$ cat src/hw/arcade_ctrl_pkg.sv
// Shared constants for the player input and control block
// Joystick words are active low, a released button reads as 1
// Step tables assume the external shift register order of the
// two-player adapter and a 26-step load and shift frame
// PS/2 codes are scan code set 2 as sent by a standard keyboard

package arcade_ctrl_pkg;

  // ----------------------------------------
  // Joystick word and frame
  // ----------------------------------------
  localparam int JOY_W       = 12;            // Bits per joystick word
  localparam int FRAME_STEPS = 26;            // Load step plus 25 shift steps
  localparam int STEP_W      = $clog2(FRAME_STEPS);

  typedef logic [STEP_W-1:0] step_t;

  // Word layout
  // [5:0] directions and fire, [7] spare, [8] start
  // [9] coin, [10] spare, [11] reset

  // Frame step at which each bit is sampled, indexed by bit number
  localparam step_t JOY1_STEP [JOY_W] = '{
    step_t'(9),  step_t'(8),  step_t'(7),  step_t'(6),    // Bits 0 to 3
    step_t'(5),  step_t'(4),  step_t'(3),  step_t'(25),   // Bits 4 to 7
    step_t'(2),  step_t'(24), step_t'(22), step_t'(23)    // Bits 8 to 11
  };

  localparam step_t JOY2_STEP [JOY_W] = '{
    step_t'(17), step_t'(16), step_t'(15), step_t'(14),   // Bits 0 to 3
    step_t'(13), step_t'(12), step_t'(11), step_t'(21),   // Bits 4 to 7
    step_t'(10), step_t'(20), step_t'(18), step_t'(19)    // Bits 8 to 11
  };

  // ----------------------------------------
  // PS/2 hot keys
  // ----------------------------------------
  localparam logic [7:0] KEY_BREAK = 8'hF0;   // Break prefix
  localparam logic [7:0] KEY_EXT   = 8'hE0;   // Extended prefix

  localparam logic [7:0] KEY_RESET = 8'h07;   // F12
  localparam logic [7:0] KEY_CTRL  = 8'h14;   // Left or right Ctrl
  localparam logic [7:0] KEY_ALT   = 8'h11;   // Left Alt or AltGr
  localparam logic [7:0] KEY_BKSP  = 8'h66;   // Backspace
  localparam logic [7:0] KEY_SCRL  = 8'h7E;   // Scroll Lock
  localparam logic [7:0] KEY_VMODE = 8'h06;   // F2

endpackage

$ cat src/hw/joy_serial_reader.sv
// Reads two joysticks through an external parallel-in shift register
// The register shares ena_x as its shift clock and loads while joy_load is low
// joy1 and joy2 only change at frame end, together with joy_valid
// Bit positions follow the step tables of arcade_ctrl_pkg

`timescale 1ns/1ns

module joy_serial_reader (
  input  logic                            ena_x,
  input  logic                            pll_lckd,
  input  logic                            joy_data,
  output logic                            joy_load,
  output logic [arcade_ctrl_pkg::JOY_W-1:0] joy1,
  output logic [arcade_ctrl_pkg::JOY_W-1:0] joy2,
  output logic                            joy_valid
);

  localparam int JW = arcade_ctrl_pkg::JOY_W;

  arcade_ctrl_pkg::step_t step;         // Current frame step
  logic                   last_step;

  logic [JW-1:0] shadow1, shadow2;      // Words being assembled
  logic [JW-1:0] next1, next2;          // Shadow words with this cycle's bit

  assign last_step = (step == arcade_ctrl_pkg::step_t'(arcade_ctrl_pkg::FRAME_STEPS - 1));

  // Parallel load happens only in step 0
  assign joy_load = (step != '0);

  // ----------------------------------------
  // Step counter
  // ----------------------------------------
  always_ff @(posedge ena_x or negedge pll_lckd) begin
    if (!pll_lckd) begin
      step <= '0;
    end else if (last_step) begin
      step <= '0;
    end else begin
      step <= step + 1'b1;
    end
  end

  // ----------------------------------------
  // Step indexed demultiplexer
  // ----------------------------------------
  always_comb begin
    next1 = shadow1;
    next2 = shadow2;
    for (int i = 0; i < JW; i++) begin
      if (step == arcade_ctrl_pkg::JOY1_STEP[i]) begin
        next1[i] = joy_data;
      end
      if (step == arcade_ctrl_pkg::JOY2_STEP[i]) begin
        next2[i] = joy_data;
      end
    end
  end

  always_ff @(posedge ena_x or negedge pll_lckd) begin
    if (!pll_lckd) begin
      shadow1 <= '1;                    // Released
      shadow2 <= '1;
    end else begin
      shadow1 <= next1;
      shadow2 <= next2;
    end
  end

  // ----------------------------------------
  // Publish at frame end
  // ----------------------------------------
  // Last bit of joy1 arrives in step 25, so the merged word is taken
  always_ff @(posedge ena_x or negedge pll_lckd) begin
    if (!pll_lckd) begin
      joy1      <= '1;                  // All buttons released
      joy2      <= '1;
      joy_valid <= 1'b0;
    end else begin
      joy_valid <= last_step;
      if (last_step) begin
        joy1 <= next1;
        joy2 <= next2;
      end
    end
  end

endmodule

$ cat src/hw/ps2_receiver.sv
// PS/2 device to host receiver
// Lines are taken through two flip-flops, bits are taken on falling clock edges
// Frame is start 0, eight data bits LSB first, odd parity, stop 1
// Bad parity or stop bit drops the frame without a strobe
// A partial frame is dropped after PS2_TIMEOUT cycles with no clock edge
// ena_x must run well above the PS/2 clock rate

`timescale 1ns/1ns

module ps2_receiver #(
  parameter int PS2_TIMEOUT = 2000
) (
  input  logic       ena_x,
  input  logic       pll_lckd,
  input  logic       ps2_clk,
  input  logic       ps2_data,
  output logic [7:0] scan_code,
  output logic       scan_valid
);

  localparam int TO_W = $clog2(PS2_TIMEOUT + 1);

  logic [1:0]      clk_sync;           // Two stage synchronizers
  logic [1:0]      data_sync;
  logic            clk_prev;
  logic            fall;

  logic [9:0]      shreg;              // Start, data and parity bits
  logic [10:0]     frame;              // Complete word with the stop bit
  logic            frame_ok;
  logic [3:0]      bit_cnt;
  logic [TO_W-1:0] idle_cnt;

  // ----------------------------------------
  // Synchronizer and edge detect
  // ----------------------------------------
  always_ff @(posedge ena_x or negedge pll_lckd) begin
    if (!pll_lckd) begin
      clk_sync  <= 2'b11;              // Bus idles high
      data_sync <= 2'b11;
      clk_prev  <= 1'b1;
    end else begin
      clk_sync  <= {clk_sync[0], ps2_clk};
      data_sync <= {data_sync[0], ps2_data};
      clk_prev  <= clk_sync[1];
    end
  end

  assign fall = clk_prev & ~clk_sync[1];

  // Stop bit is still on the line when the last edge comes
  assign frame    = {data_sync[1], shreg};
  assign frame_ok = ~frame[0] & frame[10] & (^frame[9:1]);   // Odd parity over data and parity

  // ----------------------------------------
  // Bit counter and idle timeout
  // ----------------------------------------
  always_ff @(posedge ena_x or negedge pll_lckd) begin
    if (!pll_lckd) begin
      bit_cnt    <= '0;
      idle_cnt   <= '0;
      scan_valid <= 1'b0;
    end else begin
      scan_valid <= 1'b0;
      if (fall) begin
        idle_cnt <= '0;
        if (bit_cnt == 4'd10) begin
          bit_cnt    <= '0;
          scan_valid <= frame_ok;
        end else begin
          bit_cnt <= bit_cnt + 1'b1;
        end
      end else if (bit_cnt != '0) begin
        if (idle_cnt == TO_W'(PS2_TIMEOUT - 1)) begin
          bit_cnt  <= '0;              // Stuck frame, start over
          idle_cnt <= '0;
        end else begin
          idle_cnt <= idle_cnt + 1'b1;
        end
      end
    end
  end

  // ----------------------------------------
  // Shift register and code output
  // ----------------------------------------
  always_ff @(posedge ena_x or negedge pll_lckd) begin
    if (!pll_lckd) begin
      shreg     <= '0;
      scan_code <= '0;
    end else if (fall) begin
      shreg <= {data_sync[1], shreg[9:1]};     // LSB arrives first
      if (bit_cnt == 4'd10) begin
        scan_code <= frame[8:1];
      end
    end
  end

endmodule

$ cat src/hw/key_mapper.sv
// Turns PS/2 scan codes into hot key states
// F12 gives the reset key, Ctrl Alt Backspace gives the master reset
// Scroll Lock toggles the key mode and F2 toggles the video mode
// Toggles act on the first make only, typematic repeats are ignored
// Only Ctrl and Alt are accepted with the E0 prefix

`timescale 1ns/1ns

module key_mapper (
  input  logic       ena_x,
  input  logic       pll_lckd,
  input  logic [7:0] scan_code,
  input  logic       scan_valid,
  input  logic [1:0] scandbl_ctrl,
  output logic       reset_key,
  output logic       master_reset,
  output logic [1:0] led
);

  logic break_f;                       // Last code was F0
  logic ext_f;                         // Last code was E0
  logic make;

  // Held state of each hot key
  logic held_f12, held_ctrl, held_alt, held_bksp, held_scrl, held_f2;

  logic key_mode;
  logic video_toggle;

  assign make = ~break_f;

  // ----------------------------------------
  // Prefix flags and key tracking
  // ----------------------------------------
  always_ff @(posedge ena_x or negedge pll_lckd) begin
    if (!pll_lckd) begin
      break_f      <= 1'b0;
      ext_f        <= 1'b0;
      held_f12     <= 1'b0;
      held_ctrl    <= 1'b0;
      held_alt     <= 1'b0;
      held_bksp    <= 1'b0;
      held_scrl    <= 1'b0;
      held_f2      <= 1'b0;
      key_mode     <= 1'b0;
      video_toggle <= 1'b0;
    end else if (scan_valid) begin
      if (scan_code == arcade_ctrl_pkg::KEY_BREAK) begin
        break_f <= 1'b1;
      end else if (scan_code == arcade_ctrl_pkg::KEY_EXT) begin
        ext_f <= 1'b1;
      end else begin
        break_f <= 1'b0;               // Prefixes apply to one code only
        ext_f   <= 1'b0;
        case (scan_code)
          arcade_ctrl_pkg::KEY_RESET: if (!ext_f) held_f12 <= make;
          arcade_ctrl_pkg::KEY_CTRL:  held_ctrl <= make;     // Left or right
          arcade_ctrl_pkg::KEY_ALT:   held_alt  <= make;
          arcade_ctrl_pkg::KEY_BKSP:  if (!ext_f) held_bksp <= make;
          arcade_ctrl_pkg::KEY_SCRL: begin
            // E0 7E comes from Ctrl+Break
            if (!ext_f) begin
              held_scrl <= make;
              if (make && !held_scrl) key_mode <= ~key_mode;
            end
          end
          arcade_ctrl_pkg::KEY_VMODE: begin
            if (!ext_f) begin
              held_f2 <= make;
              if (make && !held_f2) video_toggle <= ~video_toggle;
            end
          end
          default: ;
        endcase
      end
    end
  end

  // ----------------------------------------
  // Outputs
  // ----------------------------------------
  assign reset_key    = held_f12;
  assign master_reset = held_ctrl & held_alt & held_bksp;

  assign led[0] = key_mode;
  assign led[1] = scandbl_ctrl[0] ^ video_toggle;     // Lit in the other video mode

endmodule

$ cat src/hw/panel_ctrl.sv
// Board buttons and joystick words to arcade core inputs
// Buttons are active low and asynchronous to ena_x
// core_reset stays high for RST_HOLD cycles after the last reset cause
// RST_HOLD must be at least 1
// reboot is a single cycle pulse for the multiboot logic

`timescale 1ns/1ns

module panel_ctrl #(
  parameter int RST_HOLD = 64
) (
  input  logic                              ena_x,
  input  logic                              pll_lckd,
  input  logic [1:0]                        btn,
  input  logic [arcade_ctrl_pkg::JOY_W-1:0] joy1,
  input  logic [arcade_ctrl_pkg::JOY_W-1:0] joy2,
  input  logic                              reset_key,
  input  logic                              master_reset,
  output logic [5:0]                        joy_a,
  output logic [5:0]                        joy_b,
  output logic [1:0]                        coin,
  output logic [1:0]                        player,
  output logic                              core_reset,
  output logic                              reboot
);

  localparam int HOLD_W = $clog2(RST_HOLD + 1);

  logic [1:0]        btn_meta, btn_sync;
  logic              rst_cause;
  logic [HOLD_W-1:0] hold_cnt;          // Cycles since the cause ended
  logic              reboot_req;
  logic              reboot_req_q;

  // ----------------------------------------
  // Button synchronizer
  // ----------------------------------------
  always_ff @(posedge ena_x or negedge pll_lckd) begin
    if (!pll_lckd) begin
      btn_meta <= 2'b11;               // Released
      btn_sync <= 2'b11;
    end else begin
      btn_meta <= btn;
      btn_sync <= btn_meta;
    end
  end

  // ----------------------------------------
  // Core reset stretch
  // ----------------------------------------
  assign rst_cause = reset_key | ~joy1[11] | ~btn_sync[1];

  always_ff @(posedge ena_x or negedge pll_lckd) begin
    if (!pll_lckd) begin
      core_reset <= 1'b1;              // Core starts in reset
      hold_cnt   <= '0;
    end else if (rst_cause) begin
      core_reset <= 1'b1;
      hold_cnt   <= '0;
    end else if (core_reset) begin
      if (hold_cnt == HOLD_W'(RST_HOLD - 1)) begin
        core_reset <= 1'b0;
      end else begin
        hold_cnt <= hold_cnt + 1'b1;
      end
    end
  end

  // ----------------------------------------
  // Reboot pulse on request rise
  // ----------------------------------------
  assign reboot_req = master_reset | ~joy2[11];

  always_ff @(posedge ena_x or negedge pll_lckd) begin
    if (!pll_lckd) begin
      reboot_req_q <= 1'b0;
      reboot       <= 1'b0;
    end else begin
      reboot_req_q <= reboot_req;
      reboot       <= reboot_req & ~reboot_req_q;
    end
  end

  // Core inputs straight from the published words
  assign joy_a  = joy1[5:0];
  assign joy_b  = joy2[5:0];
  assign coin   = {joy2[9], joy1[9] & btn_sync[0]};   // btn[0] doubles as coin 1
  assign player = {joy2[8], joy1[8]};

endmodule

$ cat src/hw/arcade_ctrl_top.sv
// Player input and control block of the arcade port
// ena_x also clocks the external joystick shift register, that
// clock output is made outside this block
// scandbl_ctrl comes from the scan doubler setting read elsewhere
// All outputs are registered or combinational from registers

`timescale 1ns/1ns

module arcade_ctrl_top #(
  parameter int RST_HOLD    = 64,
  parameter int PS2_TIMEOUT = 2000
) (
  input  logic       ena_x,
  input  logic       pll_lckd,
  input  logic       joy_data,
  output logic       joy_load,
  input  logic       ps2_clk,
  input  logic       ps2_data,
  input  logic [1:0] btn,
  input  logic [1:0] scandbl_ctrl,
  output logic [5:0] joy_a,
  output logic [5:0] joy_b,
  output logic [1:0] coin,
  output logic [1:0] player,
  output logic       core_reset,
  output logic       reboot,
  output logic [1:0] led
);

  logic [arcade_ctrl_pkg::JOY_W-1:0] joy1, joy2;
  logic                              joy_valid;   // Frame marker, unused by the core
  logic [7:0]                        scan_code;
  logic                              scan_valid;
  logic                              reset_key;
  logic                              master_reset;

  // ----------------------------------------
  // Input paths
  // ----------------------------------------
  joy_serial_reader u_joy (
    .ena_x     (ena_x),
    .pll_lckd  (pll_lckd),
    .joy_data  (joy_data),
    .joy_load  (joy_load),
    .joy1      (joy1),
    .joy2      (joy2),
    .joy_valid (joy_valid)
  );

  ps2_receiver #(.PS2_TIMEOUT(PS2_TIMEOUT)) u_ps2 (
    .ena_x      (ena_x),
    .pll_lckd   (pll_lckd),
    .ps2_clk    (ps2_clk),
    .ps2_data   (ps2_data),
    .scan_code  (scan_code),
    .scan_valid (scan_valid)
  );

  key_mapper u_keys (
    .ena_x        (ena_x),
    .pll_lckd     (pll_lckd),
    .scan_code    (scan_code),
    .scan_valid   (scan_valid),
    .scandbl_ctrl (scandbl_ctrl),
    .reset_key    (reset_key),
    .master_reset (master_reset),
    .led          (led)
  );

  // ----------------------------------------
  // Core side
  // ----------------------------------------
  panel_ctrl #(.RST_HOLD(RST_HOLD)) u_panel (
    .ena_x        (ena_x),
    .pll_lckd     (pll_lckd),
    .btn          (btn),
    .joy1         (joy1),
    .joy2         (joy2),
    .reset_key    (reset_key),
    .master_reset (master_reset),
    .joy_a        (joy_a),
    .joy_b        (joy_b),
    .coin         (coin),
    .player       (player),
    .core_reset   (core_reset),
    .reboot       (reboot)
  );

endmodule

$ cat config.mk
export PLATFORM = sky130hd
export DESIGN_NAME = arcade_ctrl_top
export DESIGN_NICKNAME = d
export VERILOG_FILES = /design/src/hw/arcade_ctrl_pkg.sv /design/src/hw/joy_serial_reader.sv /design/src/hw/ps2_receiver.sv /design/src/hw/key_mapper.sv /design/src/hw/panel_ctrl.sv /design/src/hw/arcade_ctrl_top.sv
export SDC_FILE = /design/constraint.sdc
export NUM_CORES = 1
export LEC_CHECK = 0
export BUFFER_PORTS_ARGS = -buffer_cell sky130_fd_sc_hd__buf_2
export CAP_MARGIN = 20
export CORE_UTILIZATION = 60
export DETAILED_ROUTE_END_ITERATION = 12
export PLACE_DENSITY_LB_ADDON = 0.12
export SYNTH_ARGS = -nofsm -noshare
export SYNTH_HDL_FRONTEND = slang
export SYNTH_SLANG_ARGS = --single-unit
export TNS_END_PERCENT = 20
$ cat constraint.sdc
create_clock -name ena_x -period 2.3 [get_ports ena_x]
set_input_delay 0 -clock ena_x [delete_from_list [all_inputs] [get_ports ena_x]]
set_output_delay 0 -clock ena_x [all_outputs]
set_load 0.03 [all_outputs]
# Word level (Yosys, flattened, before mapping)
# Index checks and enable logic that the tools add are counted.
# totals
ff_bits,116
# classes
eq_ne,37
n_bitwise,23
add_sub_neg,4
n_reduce_logical,23
mux,43
# op_table
op,count
"5-bit equality test, second input constant",10
"5-bit by 4-bit equality test with 1-bit output, second input constant",8
11-bit 2-to-1 mux,3
1-bit 2-to-1 mux,32
7-bit 2-to-1 mux,3
"5-bit by 3-bit equality test with 1-bit output, second input constant",4
5-bit AND reduction,4
"8-bit by 3-bit equality test with 1-bit output, second input constant",2
"8-bit by 5-bit equality test with 1-bit output, second input constant",2
"8-bit by 7-bit equality test with 1-bit output, second input constant",2
"8-bit equality test, second input constant",2
4-bit 2-to-1 mux,4
1-bit NOT,12
6-bit AND reduction,2
"11-bit by 1-bit adder with 11-bit output, second input constant",1
"11-bit equality test, second input constant",1
"5-bit by 2-bit equality test with 1-bit output, second input constant",2
2-bit AND reduction,5
9-bit parity,1
4-bit AND reduction,2
"7-bit by 1-bit adder with 7-bit output, second input constant",1
1-bit AND,7
"7-bit by 6-bit equality test with 1-bit output, second input constant",1
2-bit nonzero test,3
other kinds (11),16

# Longest topological paths before layout
# Gate-level depths: netlist (run 1).
# logic_depth
word_depth,5
depth_mapped,7
depth_no_buf,6

# By module
# Synthesis (run 1) repeated with hierarchy kept, for this count alone.
# hier_totals
cells_unflattened,457
hier_area_um2,5418.9
# by_module_without_submodules
mod,cells_per_inst,area_each_um2,instances
joy_serial_reader,177,2344.7,1
ps2_receiver,164,1756.7,1
panel_ctrl,65,714.4,1
key_mapper,51,603.1,1

# Worst setup path after synthesis (run 1)
# OpenSTA, ideal clock, no wires.
# synth_path
kind,flip-flop to flip-flop
start,register u_ps2.bit_cnt[0]
end,register u_ps2.idle_cnt[7]
path_slack_ns,0.628
n_path_buf,0
synth_period_minus_slack_ns,1.672
path_stages_with_launch,7
arrival_time_ns,1.595
t_required_ns,2.223
cell_sequence,dfrtp_1 inv_1 ha_1 nor3b_2 a21bo_1 or4_1 a21oi_1
# synth_via
elab_chain_cells,2
# synth_rtl
item,line_no,source
from (decl),ps2_receiver.sv:31,logic [3:0] bit_cnt;
from (signal assigned),ps2_receiver.sv:71,bit_cnt <= bit_cnt + 1'b1;
4-bit nonzero test,ps2_receiver.sv:73,end else if (bit_cnt != '0) begin
2-bit nonzero test (no source line),n/a,
to (signal assigned),ps2_receiver.sv:78,idle_cnt <= idle_cnt + 1'b1;
to (decl),ps2_receiver.sv:32,logic [TO_W-1:0] idle_cnt;
# Every way passes these cells.
# A chain may end at the register's enable or synchronous reset.

# Worst setup path after layout (run 1)
# layout_path
start,register u_joy.step[0]
end,output port joy_load
# layout_via
elab_chain_cells,1
# layout_rtl
item,line_no,source
from (decl),joy_serial_reader.sv:20,arcade_ctrl_pkg::step_t step;
from (signal assigned),joy_serial_reader.sv:40,step <= step + 1'b1;
5-bit nonzero test,joy_serial_reader.sv:29,assign joy_load = (step != '0);
to (decl),arcade_ctrl_top.sv:16,"output logic joy_load,"
# Every way passes these cells.

==> reports/metrics.cfg, run 1 <==
[run_status]
status=finished, final reports clean

[placement]
portBuffers=28
gp_congestion=0.7679
hpwlAfterDp_um=5124

[clock_tree]
cts_tree=yes
insertion_delay_ps=360
htreeDepth=3
clk_path_buf_depth=2
post_cts.repair.setup_buffers=0
clkTransAtPathRegs_ps=90
cts_root_buf=clkbuf_8
clock-sinks=104
cts_made_buffers=9

[sta]
max_slew_margin_pct=61.51
rsz0062_at_grt=no
period_needed_ps=2005
period_share_pct=87.19
max_slew.worst_pin.slew_ps=572.4
drv_slew=0
setup_viol_count_final=0
hold_viol=0
tns_ps=0
skew_ps=6.283
max_freq_mhz=498.7

[min_path]
hp-class=input pin to async pin

[power]
seq_power_share_pct=56.2
p_comb_share_pct=15.6
net-switching-power_uw=1045
clkPwrFrac_pct=28.2
power_uw=3891
peakVddDrop_mv=0.5318
internal-power_uw=2845
p_per_area_nw_per_um2=752.5
leakage_uw=0.002320
p_sw_share_pct=26.87

[route]
firstDrtPassIters=4
drc=0
drtIter0Drc=99
ant_nets=0
vias=2895
wl_per_cell_um=14.40
routed_wl_um=7558
viasPerCell=5.514

[grt]
grt.busiest_layer=met2
grt_use_met1_pct=25.63
grt_pass1_vias=3056
grt_pass1_wl_um=13600
grt_use_met2_pct=34.52
grt_usage_pct=20.39
antenna_found_initial=0
grt_util_met3_pct=4.606
grt_max_degree=66
grt_overflow=0

[worst_setup_path]
rr_worst_depth=5
start_kind=flip-flop
slowest_delay_ps=620
worstSetupPathType=flip-flop to output port
critPathMaxFanout=7
crit_family=simple AND/OR/NAND/NOR gates
cp.required_ps=2300
crit_chain=inv_1, ha_1, or4b_2, buf_2
critPathSlowestCell=or4b_2
cp-end-kind=output port
worstSetupPathDepth=4
arrival_ps=2010
worst-path-buf-inv=2

[layout]
n_fill_cell=598
diodes=0
nNetsFinal=437
drive_gt1_share_pct=36.64
multi_input_area_um2=1907
area_growth_pct=7.857
final-seq-area_um2=2660

[logic_synthesis]
synth_cell_type_count=65
syn_inst=396
ys_ff_latch=104
syn_nets=415
avgSynthCellArea_um2=12.10
synth.cell_area_um2=4793
yosys_most_used_dff=dfrtp_1
ys_seq_area_share_pct=55.49
async_flop_share_pct=100.0
synth-edff-count=0
yosysWarnings=0

[floorplanning]
dieArea_um2=8350
ioPinCount=30
die_y_um=91.38
core_area_um2=7727
die_w_um=91.38
start_util_pct=62.03
rows=32

[job]
drv_cap=0

-- final cells by class --
type / instances / area share [%]
multi-input cells: 255 / 36.88
clock buffers: 13 / 2.880
repair buffers: 39 / 4.840
inverters: 9 / 0.6534
flip-flops and latches: 104 / 51.45
well taps: 102 / 2.469
clock inverters: 3 / 0.8228
-- path summary, 6_finish.rpt --
path	start	endpoint	slack, ps
worst max-delay path	u_joy.step[0]	joy_load	290
worst min-delay path	pll_lckd	u_joy.step[1]	150
worst max register to register	u_ps2.idle_cnt[0]	u_ps2.idle_cnt[10]	420
worst min register to register	u_panel.btn_meta[1]	u_panel.btn_sync[1]	350
max in group asynchronous	pll_lckd	u_panel.btn_meta[0]	1410
min in group ena_x	joy_data	u_joy.shadow2[4]	150
-- Yosys cell counts (2+ instances only) --
master,instances,area share (%)
nand2_1,61,4.8
dfrtp_1,58,30
dfstp_2,46,25
mux2_2,43,10
buf_4,18,2.8
nand3_1,15,1.6
nor2_1,11,0.86
xnor2_1,11,2.0
ha_1,10,2.6
o21ai_0,9,0.94
a21oi_1,8,0.84
inv_1,8,0.63
nand3b_1,6,0.94
o31ai_1,6,0.94
and3_1,5,0.65
and2_1,4,0.52
buf_2,4,0.42
mux2_4,4,1.3
nand2b_1,4,0.52
xor2_1,4,0.73
clkbuf_1,3,0.23
nand4_1,3,0.39
nand4b_1,3,0.55
nor3b_1,3,0.47
or3_1,3,0.39
or4_1,3,0.47
buf_6,2,0.47
o211ai_1,2,0.31
o21ai_2,2,0.37
o2bb2ai_1,2,0.37
-- routing by layer --
layer,vias to the layer above,part of all wire (%)
li1,1411,-
met1,1434,45
met2,39,51
met3,11,2.3
met4,0,1.9
met5,-,0
-- power groups by stage --
stage / clock network, µW / logic, µW / registers (µW)
after floorplan: 0 / 487 / 2170
after global placement: 0 / 580 / 2210
after detailed placement: 0 / 604 / 2220
after CTS: 1140 / 617 / 2190
after global routing: 1210 / 678 / 2210
final: 1100 / 608 / 2180
-- worst reg2reg max path, cell delays in order (launching register included) --
cell and delay, ps:
dfrtp_1 410, ha_1 220, nand3_2 180, o41ai_4 470, and2_1 400, a21oi_1 80
-- state kept, by name (all words and copies together) (netlist names), 4 cells and up --
register          flops
u_joy.shadow1         9
u_joy.joy1            9
u_joy.step            5
u_ps2.shreg          10
u_ps2.idle_cnt       11
u_joy.shadow2         9
u_ps2.scan_code       8
u_panel.hold_cnt      7
u_ps2.bit_cnt         4
u_joy.joy2            9
-- timing repair --
| item | 4_1_cts | 5_1_grt |
|---|---|---|
| hold buffers | 5 | 0 |
| hold endpoints to repair | 43 | 0 |
| resized for setup | 0 | 0 |
-- cells by family after synthesis --
group	count (synthesis)	share of synthesized area, %
DFF	104	55.49
xor gates and xnor gates	16	3.210
muxes	48	11.56
AOI/OAI and AO/OA	40	6.161
buffers and inverters	37	4.724
adders and majority gates	10	2.610
and+or+nand+nor	141	16.24
-- stage by stage --
step	area [µm²]	utilization, %	hold WS (ps)	setup slack (ps)	instances
after floorplan	4793	-	-295.6	628.0	396
after global placement	4928	63.78	3.736	495.7	504
after detailed placement	4928	63.78	3.776	427.7	504
after CTS	5170	66.90	135.0	271.5	525
after global routing	5170	66.90	148.8	190.8	525
final	5170	66.90	147.4	294.7	525
-- layout by cell type (no fill, tap or decap), drive strengths merged, types with 3 or more instances in the layout --
cell and count:
buf 34, nand3 16, dlygate4sd3 5, nand4b 3, xnor2 11, a21oi 8, and3 5, xor2 4
nand2 61, o31ai 6, and2 4, dfrtp 58, nor2 12, nand2b 5, dfstp 46, or4 3
ha 10, nand3b 6, clkbuf 13, inv 8, or3 3, nor3b 5, o21ai 11, mux2 47
nand4 4
Note: power is estimated with default switching activity, not from simulation.
==> run 2: changes to the inputs <==
Settings changed: CORE_UTILIZATION 60 to 54.
Clock period 2.3 ns to 1.75 ns, I/O delays scaled along.
==> run 2 against run 1 <==
Against the previous run:
- setup slack got worse by 240 ps
- sequential share of layout area is 3.4 points lower
- critical path depth increased by 2
- utilization is 2.7 points lower
- combinational power up 64%
- die area is 11% higher
- hold slack worse by 68 ps
- non-clock buffer count is 33 higher
- power up 39%
- first-iteration DRC count decreased by 15%
- global-route usage is 1.5 points lower
- sequential cell count unchanged
- critical path type is now flip-flop to flip-flop
- critical endpoint is now u_ps2.idle_cnt[10]
- largest cell class unchanged
- largest power group unchanged
==> reports/metrics.cfg, run 2 (synthesized netlist as in run 1, its figures left out) <==
[route]
vias=2978
routed_wl_um=7836
drc=0
viasPerCell=5.280
ant_nets=0
wl_per_cell_um=13.89
drtIter0Drc=84
firstDrtPassIters=4

[grt]
grt_usage_pct=18.93
grt_max_degree=43
antenna_found_initial=0
grt_pass1_wl_um=13320
grt_pass1_vias=2948
grt_overflow=0

[sta]
skew_ps=10.38
hold_viol=0
rsz0062_at_grt=yes
setup_viol_count_final=0
period_share_pct=96.74
period_needed_ps=1693
max_slew_margin_pct=70.56
hold_slack_ps=78.98
max_slew.worst_pin.slew_ps=437.6
max_freq_mhz=590.7
drv_slew=0

[clock_tree]
insertion_delay_ps=370
htreeDepth=3
clkTransAtPathRegs_ps=100
cts_tree=yes
cts_root_buf=clkbuf_8
clock-sinks=104
cts_made_buffers=9
clk_path_buf_depth=2

[floorplanning]
die_y_um=96.22
dieArea_um2=9257
rows=34
core_area_um2=8636
die_w_um=96.22
start_util_pct=55.51
ioPinCount=30

[worst_setup_path]
cp.required_ps=2050
worstSetupPathType=flip-flop to flip-flop
start_kind=flip-flop
arrival_ps=1990
crit_end=u_ps2.idle_cnt[10]
critPathMaxFanout=3
r2r_slack_ps=60
cp-end-kind=flip-flop
reg2reg_to=u_ps2.idle_cnt[10]
regToRegStartpoint=u_ps2.idle_cnt[0]
startpoint=u_ps2.idle_cnt[0]
rr_worst_depth=6

[power]
peakVddDrop_mv=0.8167
p_per_area_nw_per_um2=975.3
leakage_uw=0.002485

[layout]
reg_top3=u_ps2.idle_cnt (11), u_ps2.shreg (10)
diodes=0
area_growth_pct=15.69
largest_reg_flops=11
regMostFlops=u_ps2.idle_cnt
final_cell_mix=nand2_1, dfrtp_1, dfstp_2, mux2_2, buf_4
nNetsFinal=470
stdcell_count=564
final_common_cell=nand2_1
drive_gt1_share_pct=45.61

[placement]
gp_congestion=0.7967
dpl.cell_count=537
portBuffers=28
hpwlAfterDp_um=5542

[job]
drv_cap=0

[min_path]
hp-class=input pin to async pin

[run_status]
status=finished, final reports clean

-- run 2: cell count changes in the layout (fill, tap and decap cells not counted), sizes merged --
| cell | change |
|---|---|
| clkbuf | -4 |
| buf | +33 |
| clkinvlp | +1 |
| inv | +3 |
-- run 2: how the worst min path moves through the flow --
stage	endpoint	slack, ps	depth (start not counted)
after floorplan	u_joy.step[0]	-300	0
after global placement	u_joy.step[4]	-70	1
after detailed placement	u_joy.step[4]	-60	1
after CTS	u_joy.step[0]	70	2
after global routing	u_joy.step[0]	80	2
final	u_joy.step[0]	80	2
-- run 2: final cells by class --
class | count | area (µm²)
clock buffer | 9 | 123.9
clock inverter | 7 | 87.58
fill | 691 | 3090
inverter | 9 | 33.78
multi-input combinational | 255 | 1969
sequential | 104 | 2663
tap | 108 | 135.1
timing repair buffer | 72 | 533.0
-- run 2: routing by layer --
| metal | global-route usage (%) | part of all wire [%] |
|---|---|---|
| met2 | 32.33 | 49 |
| met1 | 23.45 | 47 |
| met4 | 6.343 | 1.5 |
| met3 | 4.581 | 2.5 |
| met5 | 0 | 0 |
-- run 2: worst max-delay path, cell delays in order, from the launching register on --
cell and delay, ps:
dfrtp_1 370, ha_1 190, nand3_2 130, buf_4 180, a211oi_4 240, or3b_1 390
a21oi_2 130
-- run 2: per-stage QoR --
step / utilization [%] / area (µm²) / TNS, ps / total power, µW / setup WS, ps
floorplan: - / 4793 / 0 / 3497 / 77.98
detailed placement: 59.79 / 5164 / -5.627 / 3863 / -5.627
finish: 64.21 / 5545 / 0 / 5408 / 57.08
global route: 64.21 / 5545 / -56.10 / 5722 / -32.75
global placement: 59.79 / 5164 / 0 / 3824 / 56.36
CTS: 63.65 / 5497 / 0 / 5481 / 21.30
-- run 2: power by group --
group | switching (µW) | leakage, µW | internal, µW
clock | 857 | 0.000101 | 693
sequential | 190 | 0.00125 | 2670
combinational | 479 | 0.00113 | 523
total | 1530 | 0.00249 | 3880
-- run 2: timing repair --
action                                  CTS  global route
buffers inserted                          6             1
hold buffers                              5             0
endpoints found under the setup margin    5            22
cloned                                    0             0
endpoints found under the hold margin    77             0
pin swaps                                 1             5
gates resized for setup                  11            14
